`src/mem_pkg.sv`:
```
package mem_pkg;

    // Word geometry
    localparam int WORD_BITS     = 32;
    localparam int WORD_BYTES    = 4;
    localparam int RAM_WORDS     = 1024;
    localparam int RAM_ADDR_BITS = 10;
    // Words decoded into the I/O block, only two are backed by registers
    localparam int IO_WORDS      = 16;

    typedef logic [WORD_BITS-1:0]     word_t;
    typedef logic [31:0]              addr_t;
    typedef logic [WORD_BITS-1:0]     mask_t;
    typedef logic [2*WORD_BITS-1:0]   dword_t;
    typedef logic [RAM_ADDR_BITS-1:0] ram_idx_t;

    // Memory map, byte addresses
    localparam addr_t RAM_BYTES     = addr_t'(RAM_WORDS * WORD_BYTES);
    localparam addr_t IO_BASE       = 32'h0001_0000;
    localparam addr_t IO_BYTES      = addr_t'(IO_WORDS * WORD_BYTES);
    // Byte offsets inside the I/O region
    localparam addr_t GPIO_OFFSET   = 32'h0000_0000;
    localparam addr_t CNT_OFFSET    = 32'h0000_0004;
    localparam word_t UNMAPPED_DATA = '1;
    localparam mask_t FULL_MASK     = '1;

    // Byte-addressed request from the processor port
    typedef struct packed {
        logic  write;
        addr_t addr;
        word_t wdata;
        mask_t wmask;
    } access_req_t;

    // Word-aligned command toward the memory map and its parts
    typedef struct packed {
        logic  write;
        addr_t addr;
        word_t wdata;
    } word_cmd_t;

    typedef enum logic [3:0] {
        IDLE,
        FIRST_CMD,
        RMW_READ1,
        READ2_CMD,
        RMW_READ2,
        WRITE1_CMD,
        WRITE2_CMD,
        READ1_WAIT,
        READ2_WAIT,
        DONE
    } access_state_e;

endpackage

```
`src/mem_access_ctrl.sv`:
```
`timescale 1ns/1ps

module mem_access_ctrl (
    input  logic                 clk,
    input  logic                 rst_n,
    input  logic                 cmd_start,
    input  mem_pkg::access_req_t req,
    output logic                 cmd_ready,
    output mem_pkg::word_t       rdata,
    output logic                 rdata_valid,
    output mem_pkg::word_cmd_t   mem_cmd,
    output logic                 mem_start,
    input  logic                 mem_ready,
    input  mem_pkg::word_t       mem_rdata,
    input  logic                 mem_rdata_valid
);

    mem_pkg::access_state_e state;
    mem_pkg::access_req_t   save;
    mem_pkg::word_t         rdata1;
    mem_pkg::word_t         rdata2;
    mem_pkg::addr_t         base_addr;
    logic [1:0]             byte_off;
    logic [4:0]             shift_bits;
    logic                   aligned;
    logic                   full_write;
    logic                   mem_accept;
    mem_pkg::dword_t        data_win;
    mem_pkg::dword_t        mask_win;
    mem_pkg::dword_t        read_win;
    mem_pkg::word_t         splice;
    mem_pkg::word_t         wword1;
    mem_pkg::word_t         wword2;

    // Keep old bits where the mask is clear
    function automatic mem_pkg::word_t merge_word(
        input mem_pkg::word_t old_word,
        input mem_pkg::word_t new_word,
        input mem_pkg::mask_t mask
    );
        merge_word = (old_word & ~mask) | (new_word & mask);
    endfunction

    assign base_addr  = {save.addr[31:2], 2'b00};
    assign byte_off   = save.addr[1:0];
    assign shift_bits = {byte_off, 3'b000};
    assign aligned    = (byte_off == 2'd0);
    // Only this case skips the read-modify-write
    assign full_write = save.write && aligned && (save.wmask == mem_pkg::FULL_MASK);
    assign mem_accept = mem_start && mem_ready;
    assign cmd_ready  = (state == mem_pkg::IDLE);

    // Data and mask moved up to the byte address, spanning two words
    assign data_win = mem_pkg::dword_t'(save.wdata) << shift_bits;
    assign mask_win = mem_pkg::dword_t'(save.wmask) << shift_bits;

    // Second word above the first, little-endian
    assign read_win = {mem_rdata, rdata1} >> shift_bits;
    assign splice   = read_win[31:0];

    // With a full mask the first merge gives wdata itself
    assign wword1 = merge_word(rdata1, data_win[31:0], mask_win[31:0]);
    assign wword2 = merge_word(rdata2, data_win[63:32], mask_win[63:32]);

    // Word command for the current step
    always_comb begin
        mem_start     = 1'b0;
        mem_cmd.write = 1'b0;
        mem_cmd.addr  = base_addr;
        mem_cmd.wdata = wword1;
        case (state)
            mem_pkg::FIRST_CMD: begin
                mem_start     = 1'b1;
                mem_cmd.write = full_write;
            end
            mem_pkg::READ2_CMD: begin
                mem_start    = 1'b1;
                mem_cmd.addr = base_addr + mem_pkg::addr_t'(mem_pkg::WORD_BYTES);
            end
            mem_pkg::WRITE1_CMD: begin
                mem_start     = 1'b1;
                mem_cmd.write = 1'b1;
            end
            mem_pkg::WRITE2_CMD: begin
                mem_start     = 1'b1;
                mem_cmd.write = 1'b1;
                mem_cmd.addr  = base_addr + mem_pkg::addr_t'(mem_pkg::WORD_BYTES);
                mem_cmd.wdata = wword2;
            end
            default: begin
                mem_start = 1'b0;
            end
        endcase
    end

    always_ff @(posedge clk or negedge rst_n) begin
        if (!rst_n) begin
            state       <= mem_pkg::IDLE;
            rdata_valid <= 1'b0;
        end else begin
            // Single-cycle pulse
            rdata_valid <= 1'b0;
            case (state)
                mem_pkg::IDLE: begin
                    if (cmd_start) begin
                        state <= mem_pkg::FIRST_CMD;
                    end
                end
                mem_pkg::FIRST_CMD: begin
                    if (mem_accept) begin
                        if (!save.write) begin
                            state <= mem_pkg::READ1_WAIT;
                        end else if (full_write) begin
                            state <= mem_pkg::DONE;
                        end else begin
                            state <= mem_pkg::RMW_READ1;
                        end
                    end
                end
                mem_pkg::RMW_READ1: begin
                    if (mem_rdata_valid) begin
                        state <= aligned ? mem_pkg::WRITE1_CMD : mem_pkg::READ2_CMD;
                    end
                end
                mem_pkg::READ2_CMD: begin
                    if (mem_accept) begin
                        state <= save.write ? mem_pkg::RMW_READ2 : mem_pkg::READ2_WAIT;
                    end
                end
                mem_pkg::RMW_READ2: begin
                    if (mem_rdata_valid) begin
                        state <= mem_pkg::WRITE1_CMD;
                    end
                end
                mem_pkg::WRITE1_CMD: begin
                    if (mem_accept) begin
                        state <= aligned ? mem_pkg::DONE : mem_pkg::WRITE2_CMD;
                    end
                end
                mem_pkg::WRITE2_CMD: begin
                    if (mem_accept) begin
                        state <= mem_pkg::DONE;
                    end
                end
                // Wait states hold one more cycle while rdata_valid is out
                mem_pkg::READ1_WAIT: begin
                    if (rdata_valid) begin
                        state <= mem_pkg::IDLE;
                    end else if (mem_rdata_valid) begin
                        if (aligned) begin
                            rdata_valid <= 1'b1;
                        end else begin
                            state <= mem_pkg::READ2_CMD;
                        end
                    end
                end
                mem_pkg::READ2_WAIT: begin
                    if (rdata_valid) begin
                        state <= mem_pkg::IDLE;
                    end else if (mem_rdata_valid) begin
                        rdata_valid <= 1'b1;
                    end
                end
                default: begin
                    state <= mem_pkg::IDLE;
                end
            endcase
        end
    end

    // Request and word buffers
    always_ff @(posedge clk) begin
        if (cmd_start && cmd_ready) begin
            save <= req;
        end
        if ((state == mem_pkg::RMW_READ1 || state == mem_pkg::READ1_WAIT) && mem_rdata_valid) begin
            rdata1 <= mem_rdata;
        end
        if (state == mem_pkg::RMW_READ2 && mem_rdata_valid) begin
            rdata2 <= mem_rdata;
        end
        if (state == mem_pkg::READ1_WAIT && mem_rdata_valid) begin
            rdata <= mem_rdata;
        end
        if (state == mem_pkg::READ2_WAIT && mem_rdata_valid) begin
            rdata <= splice;
        end
    end

    // Read result only leaves from a read wait state
    a_rvalid_in_wait: assert property (@(posedge clk) disable iff (!rst_n)
        rdata_valid |-> (state == mem_pkg::READ1_WAIT || state == mem_pkg::READ2_WAIT));

    // Map is never busy when a step issues its command
    a_start_when_ready: assert property (@(posedge clk) disable iff (!rst_n)
        mem_start |-> mem_ready);

endmodule

```
`config.mk`:
```
export PLATFORM = sky130hd
export DESIGN_NAME = mem_access_ctrl
export DESIGN_NICKNAME = d
export VERILOG_FILES = /design/src/mem_pkg.sv /design/src/mem_access_ctrl.sv
export SDC_FILE = /design/constraint.sdc
export NUM_CORES = 1
export LEC_CHECK = 0
export BUFFER_PORTS_ARGS = -buffer_cell sky130_fd_sc_hd__buf_2
export CAP_MARGIN = 5
export CORE_MARGIN = 1
export CORE_UTILIZATION = 35
export DETAILED_ROUTE_END_ITERATION = 8
export GPL_ROUTABILITY_DRIVEN = 0
export PLACE_DENSITY = 0.57
export SLEW_MARGIN = 25
export SYNTH_ARGS = -nofsm -noshare
export SYNTH_HDL_FRONTEND = slang
export SYNTH_SLANG_ARGS = --single-unit
```
`constraint.sdc`:
```
create_clock -name clk -period 5.95 [get_ports clk]
set_input_delay 0.595 -clock clk [delete_from_list [all_inputs] [get_ports clk]]
set_output_delay 0.595 -clock clk [all_outputs]
set_load 0.02 [all_outputs]
```
==> impl_metrics.yaml, run 1 <==
outcome:
  outcome: "completed"
die:
  design.core.area_um2: 28860
  start_util: 0.3576
  fp.dieH_um: 173.7
  ios: 234
  rows: 62
  die_w_um: 173.7
  die_area_um2: 30180
routing:
  drc_errors: 0
  drt_iter0_markers: 703
  post_drt_wl_per_cell_um: 20.16
  num_vias: 7792
  postRouteAntennaNets: 0
  viasPerCell: 5.279
  wirelength_um: 29760
  dr.pass1.iters: 5
timing:
  relSlewSlack: 0.3766
  finalCriticalPeriod_ns: 3.887
  final_max_slew_viol_count: 0
  setup_viol: 0
  worst_pin_slew_ns: 0.9341
  fmax_ghz: 0.2573
  fin_setup_tns_ns: 0
  fin_worst_skew_ns: 0.02473
  timing.hold.ws_ns: 0.3183
  fin_crit_sh: 0.6533
  hold_viol_final: 0
  rsz0062_at_grt: "false"
place:
  placed_area_um2: 11780
  hpwlAfterDp_um: 21330
  numPortBuffers: 231
  place.detailed.instances: 1443
logic_synthesis:
  seq_area_frac_synth: 0.5737
  synthesis.area_um2: 10320
  synthCells: 870
  synth.top_cell.area_share: 0.5616
  syn_area_per_cell_um2: 11.86
  ys_seq_elements: 198
  async_flop_share: 0.02525
  synth_edf_count: 193
  yosysUniqueCellTypes: 53
  synth_top_flop_cell: "edfxtp_1"
  synth_largest_area_cell: "edfxtp_1"
  yosysWarnings: 0
  synth_area_leaders: "edfxtp_1 56%, mux2i_1 9.5%, mux2_2 4.4%"
global_routing:
  grt_pass1_wl_um: 44390
  antenna_found_initial: 0
  grt_pass1_vias: 7176
  grtUsageTotal: 0.1959
  grt_max_degree: 115
  globalRouteOverflowTotal: 0
min_path:
  min_path_type: "primary input to register"
cts:
  clk_pin_slew_ns: 0.08
  cts_inserted_buffers: 17
  cts_root_buf: "clkbuf_16"
  clock_sinks: 198
  cts_max_level: 4
  cts_tree: "yes"
  clkLatencyLatePin_ns: 0.46
  cts_buffer_depth: 2
cells_and_area:
  multi_input_area_um2: 4115
  nFillCells: 2795
  area_delta_synth_final_pct: 20.48
  layoutNonFillerInstCount: 1476
  num-nets-final: 1214
  antenna_cells: 0
  regArea_um2: 5921
  layout_commonest_cell: "buf_2"
  layout_common_cells: "231 x buf_2, 193 x edfxtp_1, 99 x nand2_1, 98 x mux2i_1, 88 x o21ai_0"
  finalInstanceArea_um2: 12430
  drive_gt1_frac: 0.3022
worst_setup_path:
  crit_required_ns: 5.36
  crit_fanout: 48
  setup.worst_path.end_class: "output pin"
  arrival_ns: 3.29
  worst-setup-path-type: "register to output pin"
  crit_path_start_kind: "register"
  r2r_setup_slack_ns: 3.16
flow_run:
  drv_cap: 0
power_and_ir_drop:
  ir_worst_vdd_mv: 0.1615
  total_power_mw: 4.623
  leakagePower_nw: 4.768
  powerDensity_nw_per_um2: 371.8
flip-flops by register name (all words and copies together) (netlist names):
signal,cells
rdata_valid,1
rdata2,32
save,65
base_addr,30
byte_off,2
rdata1,32
rdata,32
state,4
cell usage after synthesis, types with 12 or more instances:
| master | n |
|---|---|
| mux2_2 | 40 |
| nand2_1 | 100 |
| edfxtp_1 | 193 |
| xnor2_1 | 25 |
| clkbuf_1 | 26 |
| a311oi_1 | 15 |
| nand3_1 | 12 |
| nor2_1 | 54 |
| nand4_1 | 20 |
| o21bai_1 | 14 |
| a21boi_0 | 15 |
| a21oi_1 | 57 |
| mux2i_1 | 98 |
| o21ai_0 | 88 |
per-stage QoR:
step / worst slack [ns] / utilization
2_1_floorplan: 1.649 / -
3_3_place_gp: 2.557 / 0.4082
3_5_place_dp: 2.510 / 0.4082
4_1_cts: 2.009 / 0.4305
5_1_grt: 1.874 / 0.4308
6_report: 2.063 / 0.4308
logic make-up after synthesis:
logic type                 after synthesis  share of synthesized area
AOI/OAI and AO/OA                      211                     0.1235
xor gates and xnor gates                31                    0.02704
adders and majority gates                1                   0.001212
buffers and inverters                   61                    0.02970
DFF                                    198                     0.5737
muxes                                  138                     0.1387
other                                    1                  0.0003634
and+or+nand+nor                        229                     0.1057
critical path: stages, from the launching register on:
cell,delay (ns)
edfxtp_1,0.91
buf_4,0.72
mux2i_1,0.34
mux2_2,0.36
a21oi_1,0.20
a21oi_1,0.11
buf_2,0.19
repair_timing:
action | in CTS | in global routing
gates resized for setup | 0 | 0
setup buffers | 0 | 0
hold endpoints to repair | 5 | 0
hold buffers | 1 | 0
layer usage:
| metal | GRT usage | up-vias | routed length, µm |
|---|---|---|---|
| met3 | 0.03202 | 32 | 1999 |
| met1 | 0.3009 | 3729 | 14670 |
| met2 | 0.2739 | 342 | 12370 |
| li1 | - | 3689 | - |
| met5 | 0 | - | 0 |
| met4 | 0.07164 | 0 | 724 |
final timing paths:
check,depth (start not counted),from,to
max in group asynchronous,2,rst_n,state[3]$_DFFE_PN0P_
min in group asynchronous,2,rst_n,state[0]$_DFFE_PN0P_
min reg2reg,1,rdata_valid$_DFF_PN0_,rdata_valid$_DFF_PN0_
min,1,req[34],save[34]$_DFFE_PP_
max reg2reg,3,state[0]$_DFFE_PN0P_,save[51]$_DFFE_PP_
max,6,byte_off[0]$_DFFE_PP_,mem_cmd[28]
layout make-up:
cell class / instances / area share
Multi-Input combinational cell: 612 / 0.3310
Sequential cell: 198 / 0.4762
Inverter: 6 / 0.001811
Clock inverter: 15 / 0.01681
Tap cell: 384 / 0.03864
Timing Repair Buffer: 244 / 0.1013
Clock buffer: 17 / 0.03422
power breakdown:
group | switching, mW | internal (mW) | leakage [nW]
registers | 0.225 | 1.79 | 1.82
logic | 0.890 | 0.507 | 2.64
clock network | 0.627 | 0.588 | 0.306
total | 1.74 | 2.88 | 4.77
No activity file was read; power rests on OpenSTA's default activity.
==> run 2, diff against run 1 <==
--- a/config.mk
+++ b/config.mk
@@ -11,7 +11,7 @@
 export CORE_UTILIZATION = 35
 export DETAILED_ROUTE_END_ITERATION = 8
 export GPL_ROUTABILITY_DRIVEN = 0
-export PLACE_DENSITY = 0.57
+export PLACE_DENSITY = 0.59
 export SLEW_MARGIN = 25
 export SYNTH_ARGS = -nofsm -noshare
 export SYNTH_HDL_FRONTEND = slang
==> constraint.sdc (replaced) <==
create_clock -name clk -period 3.3 [get_ports clk]
set_input_delay 0.33 -clock clk [delete_from_list [all_inputs] [get_ports clk]]
set_output_delay 0.33 -clock clk [all_outputs]
set_load 0.02 [all_outputs]
==> run 2 against run 1 <==
Via count grew 0.67%. Setup slack got worse by 1.7 ns. Core utilization grew 0.52 points. Routed wire length rose by 0.17%. Cell area grew 1.2%. Global-route usage up 0.17 points. Combinational power increased by 89%. Critical path depth is the same. Sequential share of layout area is 0.57 points lower. Power is 83% higher.
==> impl_metrics.yaml, run 2 (synthesis gave the netlist of run 1 again) <==
power_and_ir_drop:
  powerDensity_nw_per_um2: 671.2
  leakagePower_nw: 4.842
  ir_worst_vdd_mv: 0.3521
  total_power_mw: 8.446
cts:
  clkLatencyLatePin_ns: 0.45
  cts_resized: 0
  clk_pin_slew_ns: 0.08
  holdBufCountCts: 1
  cts_root_buf: "clkbuf_16"
  cts_tree: "yes"
  cts_buffer_depth: 2
  cts_inserted_buffers: 17
  post_cts_buffers: 0
  cts_max_level: 4
  clock_sinks: 198
global_routing:
  grt_max_degree: 114
  grt_pass1_vias: 7323
  globalRouteOverflowTotal: 0
  grt_pass1_wl_um: 44790
  antenna_found_initial: 0
  grtUsageTotal: 0.1976
routing:
  dr.pass1.iters: 5
  viasPerCell: 5.264
  drt_iter0_markers: 598
  wirelength_um: 29810
  postRouteAntennaNets: 0
  num_vias: 7844
  drc_errors: 0
  post_drt_wl_per_cell_um: 20.01
worst_setup_path:
  crit_required_ns: 2.97
  worst-setup-path-type: "register to output pin"
  crit_path_start_kind: "register"
  crit_fanout: 21
  setup.worst_path.end_class: "output pin"
  r2r_setup_slack_ns: 1.01
  arrival_ns: 2.62
cells_and_area:
  drive_gt1_frac: 0.3104
  finalInstanceArea_um2: 12580
  regArea_um2: 5921
  num-nets-final: 1227
  layout_common_cells: "231 x buf_2, 193 x edfxtp_1, 99 x nand2_1, 98 x mux2i_1, 88 x o21ai_0"
  largest_register_ffs: 65
  top_register: "save"
  multi_input_area_um2: 4110
  area_delta_synth_final_pct: 21.93
  nFillCells: 2731
  layout_commonest_cell: "buf_2"
timing:
  setup_viol: 0
  relSlewSlack: 0.3878
  worst_pin_slew_ns: 0.9173
  finalCriticalPeriod_ns: 2.951
  fmax_ghz: 0.3389
  timing.hold.ws_ns: 0.05452
  fin_setup_tns_ns: 0
  final_max_slew_viol_count: 0
  rsz0062_at_grt: "false"
  fin_worst_skew_ns: 0.01890
  fin_crit_sh: 0.8941
  hold_viol_final: 0
place:
  numPortBuffers: 231
  placed_area_um2: 11930
  hpwlAfterDp_um: 21750
outcome:
  outcome: "completed"
flow_run:
  drv_cap: 0
die:
  rows: 62
  die_w_um: 173.7
  ios: 234
  design.core.area_um2: 28860
  fp.dieH_um: 173.7
  die_area_um2: 30180
  start_util: 0.3576
min_path:
  min_path_type: "primary input to register"
[run 2: changes by cell type in the layout (fill, tap and decap cells not counted)]
cell       previous run  this run
buf_12                0         4
nand2_4               1         0
bufinv_16             0         1
clkinv_4              0         1
inv_12                3         1
inv_8                 4         5
diode_2               0         1
buf_4                11        21
nand2_2               0         1
inv_6                 2         1
buf_6                 1         0
[run 2: cell type report]
cell class,instances,share of cell area
clock buffer,17,0.03381
tap,384,0.03818
timing repair buffer,257,0.1116
clock inverter,15,0.01730
antenna,1,0.0001989
sequential,198,0.4705
multi-input combinational,612,0.3266
inverter,6,0.001790
[run 2: final timing paths]
check,startpoint,to,depth (start not counted)
setup / recovery,state[0]$_DFFE_PN0P_,mem_cmd[63],6
hold / removal,req[88],base_addr[24]$_DFFE_PP_,1
setup reg to reg,state[0]$_DFFE_PN0P_,save[39]$_DFFE_PP_,3
hold reg to reg,rdata_valid$_DFF_PN0_,rdata_valid$_DFF_PN0_,1
max in group asynchronous,rst_n,rdata_valid$_DFF_PN0_,2
min in group asynchronous,rst_n,state[0]$_DFFE_PN0P_,2
[run 2: per-layer routing]
metal / vias to the layer above / part of all wire / track usage / routed length, µm
met5: - / 0 / 0 / 0
met4: 0 / 0.016 / 0.05263 / 470
met2: 347 / 0.43 / 0.2935 / 12820
met1: 3744 / 0.48 / 0.2930 / 14380
met3: 21 / 0.072 / 0.03816 / 2138
li1: 3732 / - / - / -
[run 2: worst max-delay path, cell delays in order (launching register included)]
cell     delay, ns
dfrtp_1       0.85
xor2_2        0.20
nand3_1       0.25
nor3_4        0.36
nand4_1       0.16
xnor2_1       0.16
buf_2         0.18
[run 2: stage by stage]
stage / setup WS [ns] / instances / util
after global routing: 0.1798 / 1489 / 0.4360
after global placement: 0.8969 / 1456 / 0.4133
final: 0.3495 / 1490 / 0.4360
after floorplan: 0.02827 / 871 / -
after detailed placement: 0.8426 / 1456 / 0.4133
after CTS: 0.3457 / 1489 / 0.4360
[run 2: report_power, final]
group	internal (mW)	total (mW)	switching, mW
Sequential	3.22	3.57	0.356
Combinational	0.980	2.65	1.67
Clock	1.12	2.23	1.11
Total	5.32	8.45	3.13
==> run 3, diff against run 2 <==
--- a/config.mk
+++ b/config.mk
@@ -11,7 +11,8 @@
 export CORE_UTILIZATION = 35
 export DETAILED_ROUTE_END_ITERATION = 8
 export GPL_ROUTABILITY_DRIVEN = 0
-export PLACE_DENSITY = 0.59
+export PLACE_DENSITY = 0.57
+export REMOVE_ABC_BUFFERS = 1
 export SLEW_MARGIN = 25
 export SYNTH_ARGS = -nofsm -noshare
 export SYNTH_HDL_FRONTEND = slang
==> constraint.sdc (replaced) <==
create_clock -name clk -period 3.15 [get_ports clk]
set_input_delay 0.315 -clock clk [delete_from_list [all_inputs] [get_ports clk]]
set_output_delay 0.315 -clock clk [all_outputs]
set_load 0.02 [all_outputs]
==> run 3 against run 2 <==
Critical endpoint is now mem_cmd[55]. Largest power group unchanged. Largest cell class unchanged. Critical path type unchanged. Register-to-register slack worse by 0.22 ns. Highest routed layer is now met5. Setup slack lost 0.081 ns. Cell area is 0.35% lower. Clock power shrank 2%.
==> impl_metrics.yaml, run 3 (synthesis gave the netlist of run 1 again) <==
cts:
  clk_pin_slew_ns: 0.08
  post_cts_buffers: 0
  holdBufCountCts: 1
  cts_resized: 0
  cts_tree: "yes"
  cts_buffer_depth: 2
  cts_root_buf: "clkbuf_16"
  clock_sinks: 198
  cts_inserted_buffers: 17
  clkLatencyLatePin_ns: 0.46
  cts_max_level: 4
global_routing:
  grt-busiest-layer: "met2"
  grtUsageTotal: 0.1933
  grt.met1_usage: 0.2695
  grt_max_degree: 65
  grt_pass1_vias: 7435
  grt_pass1_wl_um: 44290
  antenna_found_initial: 4
  use_met2: 0.2969
  globalRouteOverflowTotal: 0
  grt_util_met3: 0.04145
timing:
  worst_pin_slew_ns: 0.7759
  fin_setup_tns_ns: 0
  relSlewSlack: 0.4779
  hold_viol_final: 0
  final_max_slew_viol_count: 0
  setup_viol: 0
  worst_slack_ns: 0.2687
  fin_crit_sh: 0.9147
  finalCriticalPeriod_ns: 2.881
  fin_worst_skew_ns: 0.01192
  rsz0062_at_grt: "false"
  fmax_ghz: 0.3471
die:
  die_area_um2: 30180
  fp.dieH_um: 173.7
  start_util: 0.3576
  die_w_um: 173.7
  rows: 62
  design.core.area_um2: 28860
  ios: 234
flow_run:
  drv_cap: 0
routing:
  postRouteAntennaNets: 0
  post_drt_wl_per_cell_um: 19.45
  drc_errors: 0
  drt_iter0_markers: 577
  viasPerCell: 5.195
  dr.pass1.iters: 5
  num_vias: 7730
  wirelength_um: 28940
place:
  numPortBuffers: 231
  hpwlAfterDp_um: 20480
  place.detailed.instances: 1454
  pre_cts_ws_ns: 0.7322
  placed_area_um2: 11950
worst_setup_path:
  r2r_cells: 4
  crit_path_start: "state[0]$_DFFE_PN0P_"
  reg2reg_from: "state[3]$_DFFE_PN0P_"
  r2r_setup_slack_ns: 0.79
  endpoint: "mem_cmd[55]"
  r2r-end: "rdata[29]$_DFFE_PP_"
  crit_path_start_kind: "register"
  setup.worst_path.end_class: "output pin"
  crit_fanout: 21
  worst-setup-path-type: "register to output pin"
  crit_required_ns: 2.83
  arrival_ns: 2.57
cells_and_area:
  nFillCells: 2771
  layout_commonest_cell: "buf_2"
  largest_register_ffs: 65
  area_delta_synth_final_pct: 21.51
  drive_gt1_frac: 0.3137
  top_register: "save"
  layoutNonFillerInstCount: 1488
  regArea_um2: 5921
  multi_input_area_um2: 4119
  finalInstanceArea_um2: 12540
  num-nets-final: 1225
  layout_common_cells: "231 x buf_2, 193 x edfxtp_1, 99 x nand2_1, 98 x mux2i_1, 88 x o21ai_0"
power_and_ir_drop:
  p_clk_frac: 0.253
  internal_power_mw: 5.465
  total_power_mw: 8.688
  p_switching_mw: 3.222
  ir_worst_vdd_mv: 0.4262
  switching_share: 0.3709
  power_frac_comb: 0.319
  powerDensity_nw_per_um2: 692.8
  leakagePower_nw: 4.821
  power_frac_seq: 0.428
outcome:
  outcome: "completed"
min_path:
  min_path_type: "primary input to register"
[run 3: cell types whose count changed in the layout (fill, tap and decap cells not counted), moves of 2 or more]
cell / before / now
clkinv_8: 6 / 2
buf_12: 4 / 6
buf_4: 21 / 17
inv_6: 1 / 4
clkinv_4: 1 / 3
nor2b_1: 7 / 5
nor2b_2: 0 / 2
[run 3: final cells by class]
class / instances / share of cell area
tap: 384 / 0.03832
multi-input combinational: 612 / 0.3285
timing repair buffer: 255 / 0.1128
antenna: 1 / 0.0001996
sequential: 198 / 0.4722
clock buffer: 17 / 0.03393
clock inverter: 15 / 0.01237
inverter: 6 / 0.001796
[run 3: routing by layer]
metal  share of wire  wire length (µm)
met5          0.0015                43
met4           0.023               671
met3           0.062              1803
met2            0.45             12880
met1            0.47             13540
[run 3: power by group through the flow]
stage               sequential (mW)  clock, mW  combinational (mW)
global placement               3.77          0                2.79
detailed placement             3.78          0                2.80
global route                   3.76       2.34                3.03
finish                         3.72       2.19                2.78
CTS                            3.72       2.26                2.81
floorplan                      3.82          0                1.69
[run 3: worst min path at each step]
stage	startpoint	endpoint	slack, ns	cells after the start
finish	req[0]	save[0]$_DFFE_PP_	0.03	1
global route	req[56]	save[56]$_DFFE_PP_	0.01	1
CTS	req[56]	save[56]$_DFFE_PP_	0.008	1
detailed placement	rst_n	state[1]$_DFFE_PN0P_	0.13	1
global placement	rst_n	state[1]$_DFFE_PN0P_	0.13	1
floorplan	rst_n	rdata_valid$_DFF_PN0_	0.02	0
[run 3: worst max-delay path, stage by stage, from the launching register on]
cell     delay [ns]
dfrtp_1        0.84
xor2_2         0.21
nand3_1        0.25
nor3_4         0.35
nand3_1        0.14
xnor2_1        0.15
buf_2          0.18
[run 3: stage by stage]
step	hold slack, ns	util
6_report	0.02823	0.4345
4_1_cts	0.007734	0.4344
5_1_grt	0.01217	0.4344
3_3_place_gp	0.1318	0.4140
2_1_floorplan	0.01941	-
3_5_place_dp	0.1331	0.4140
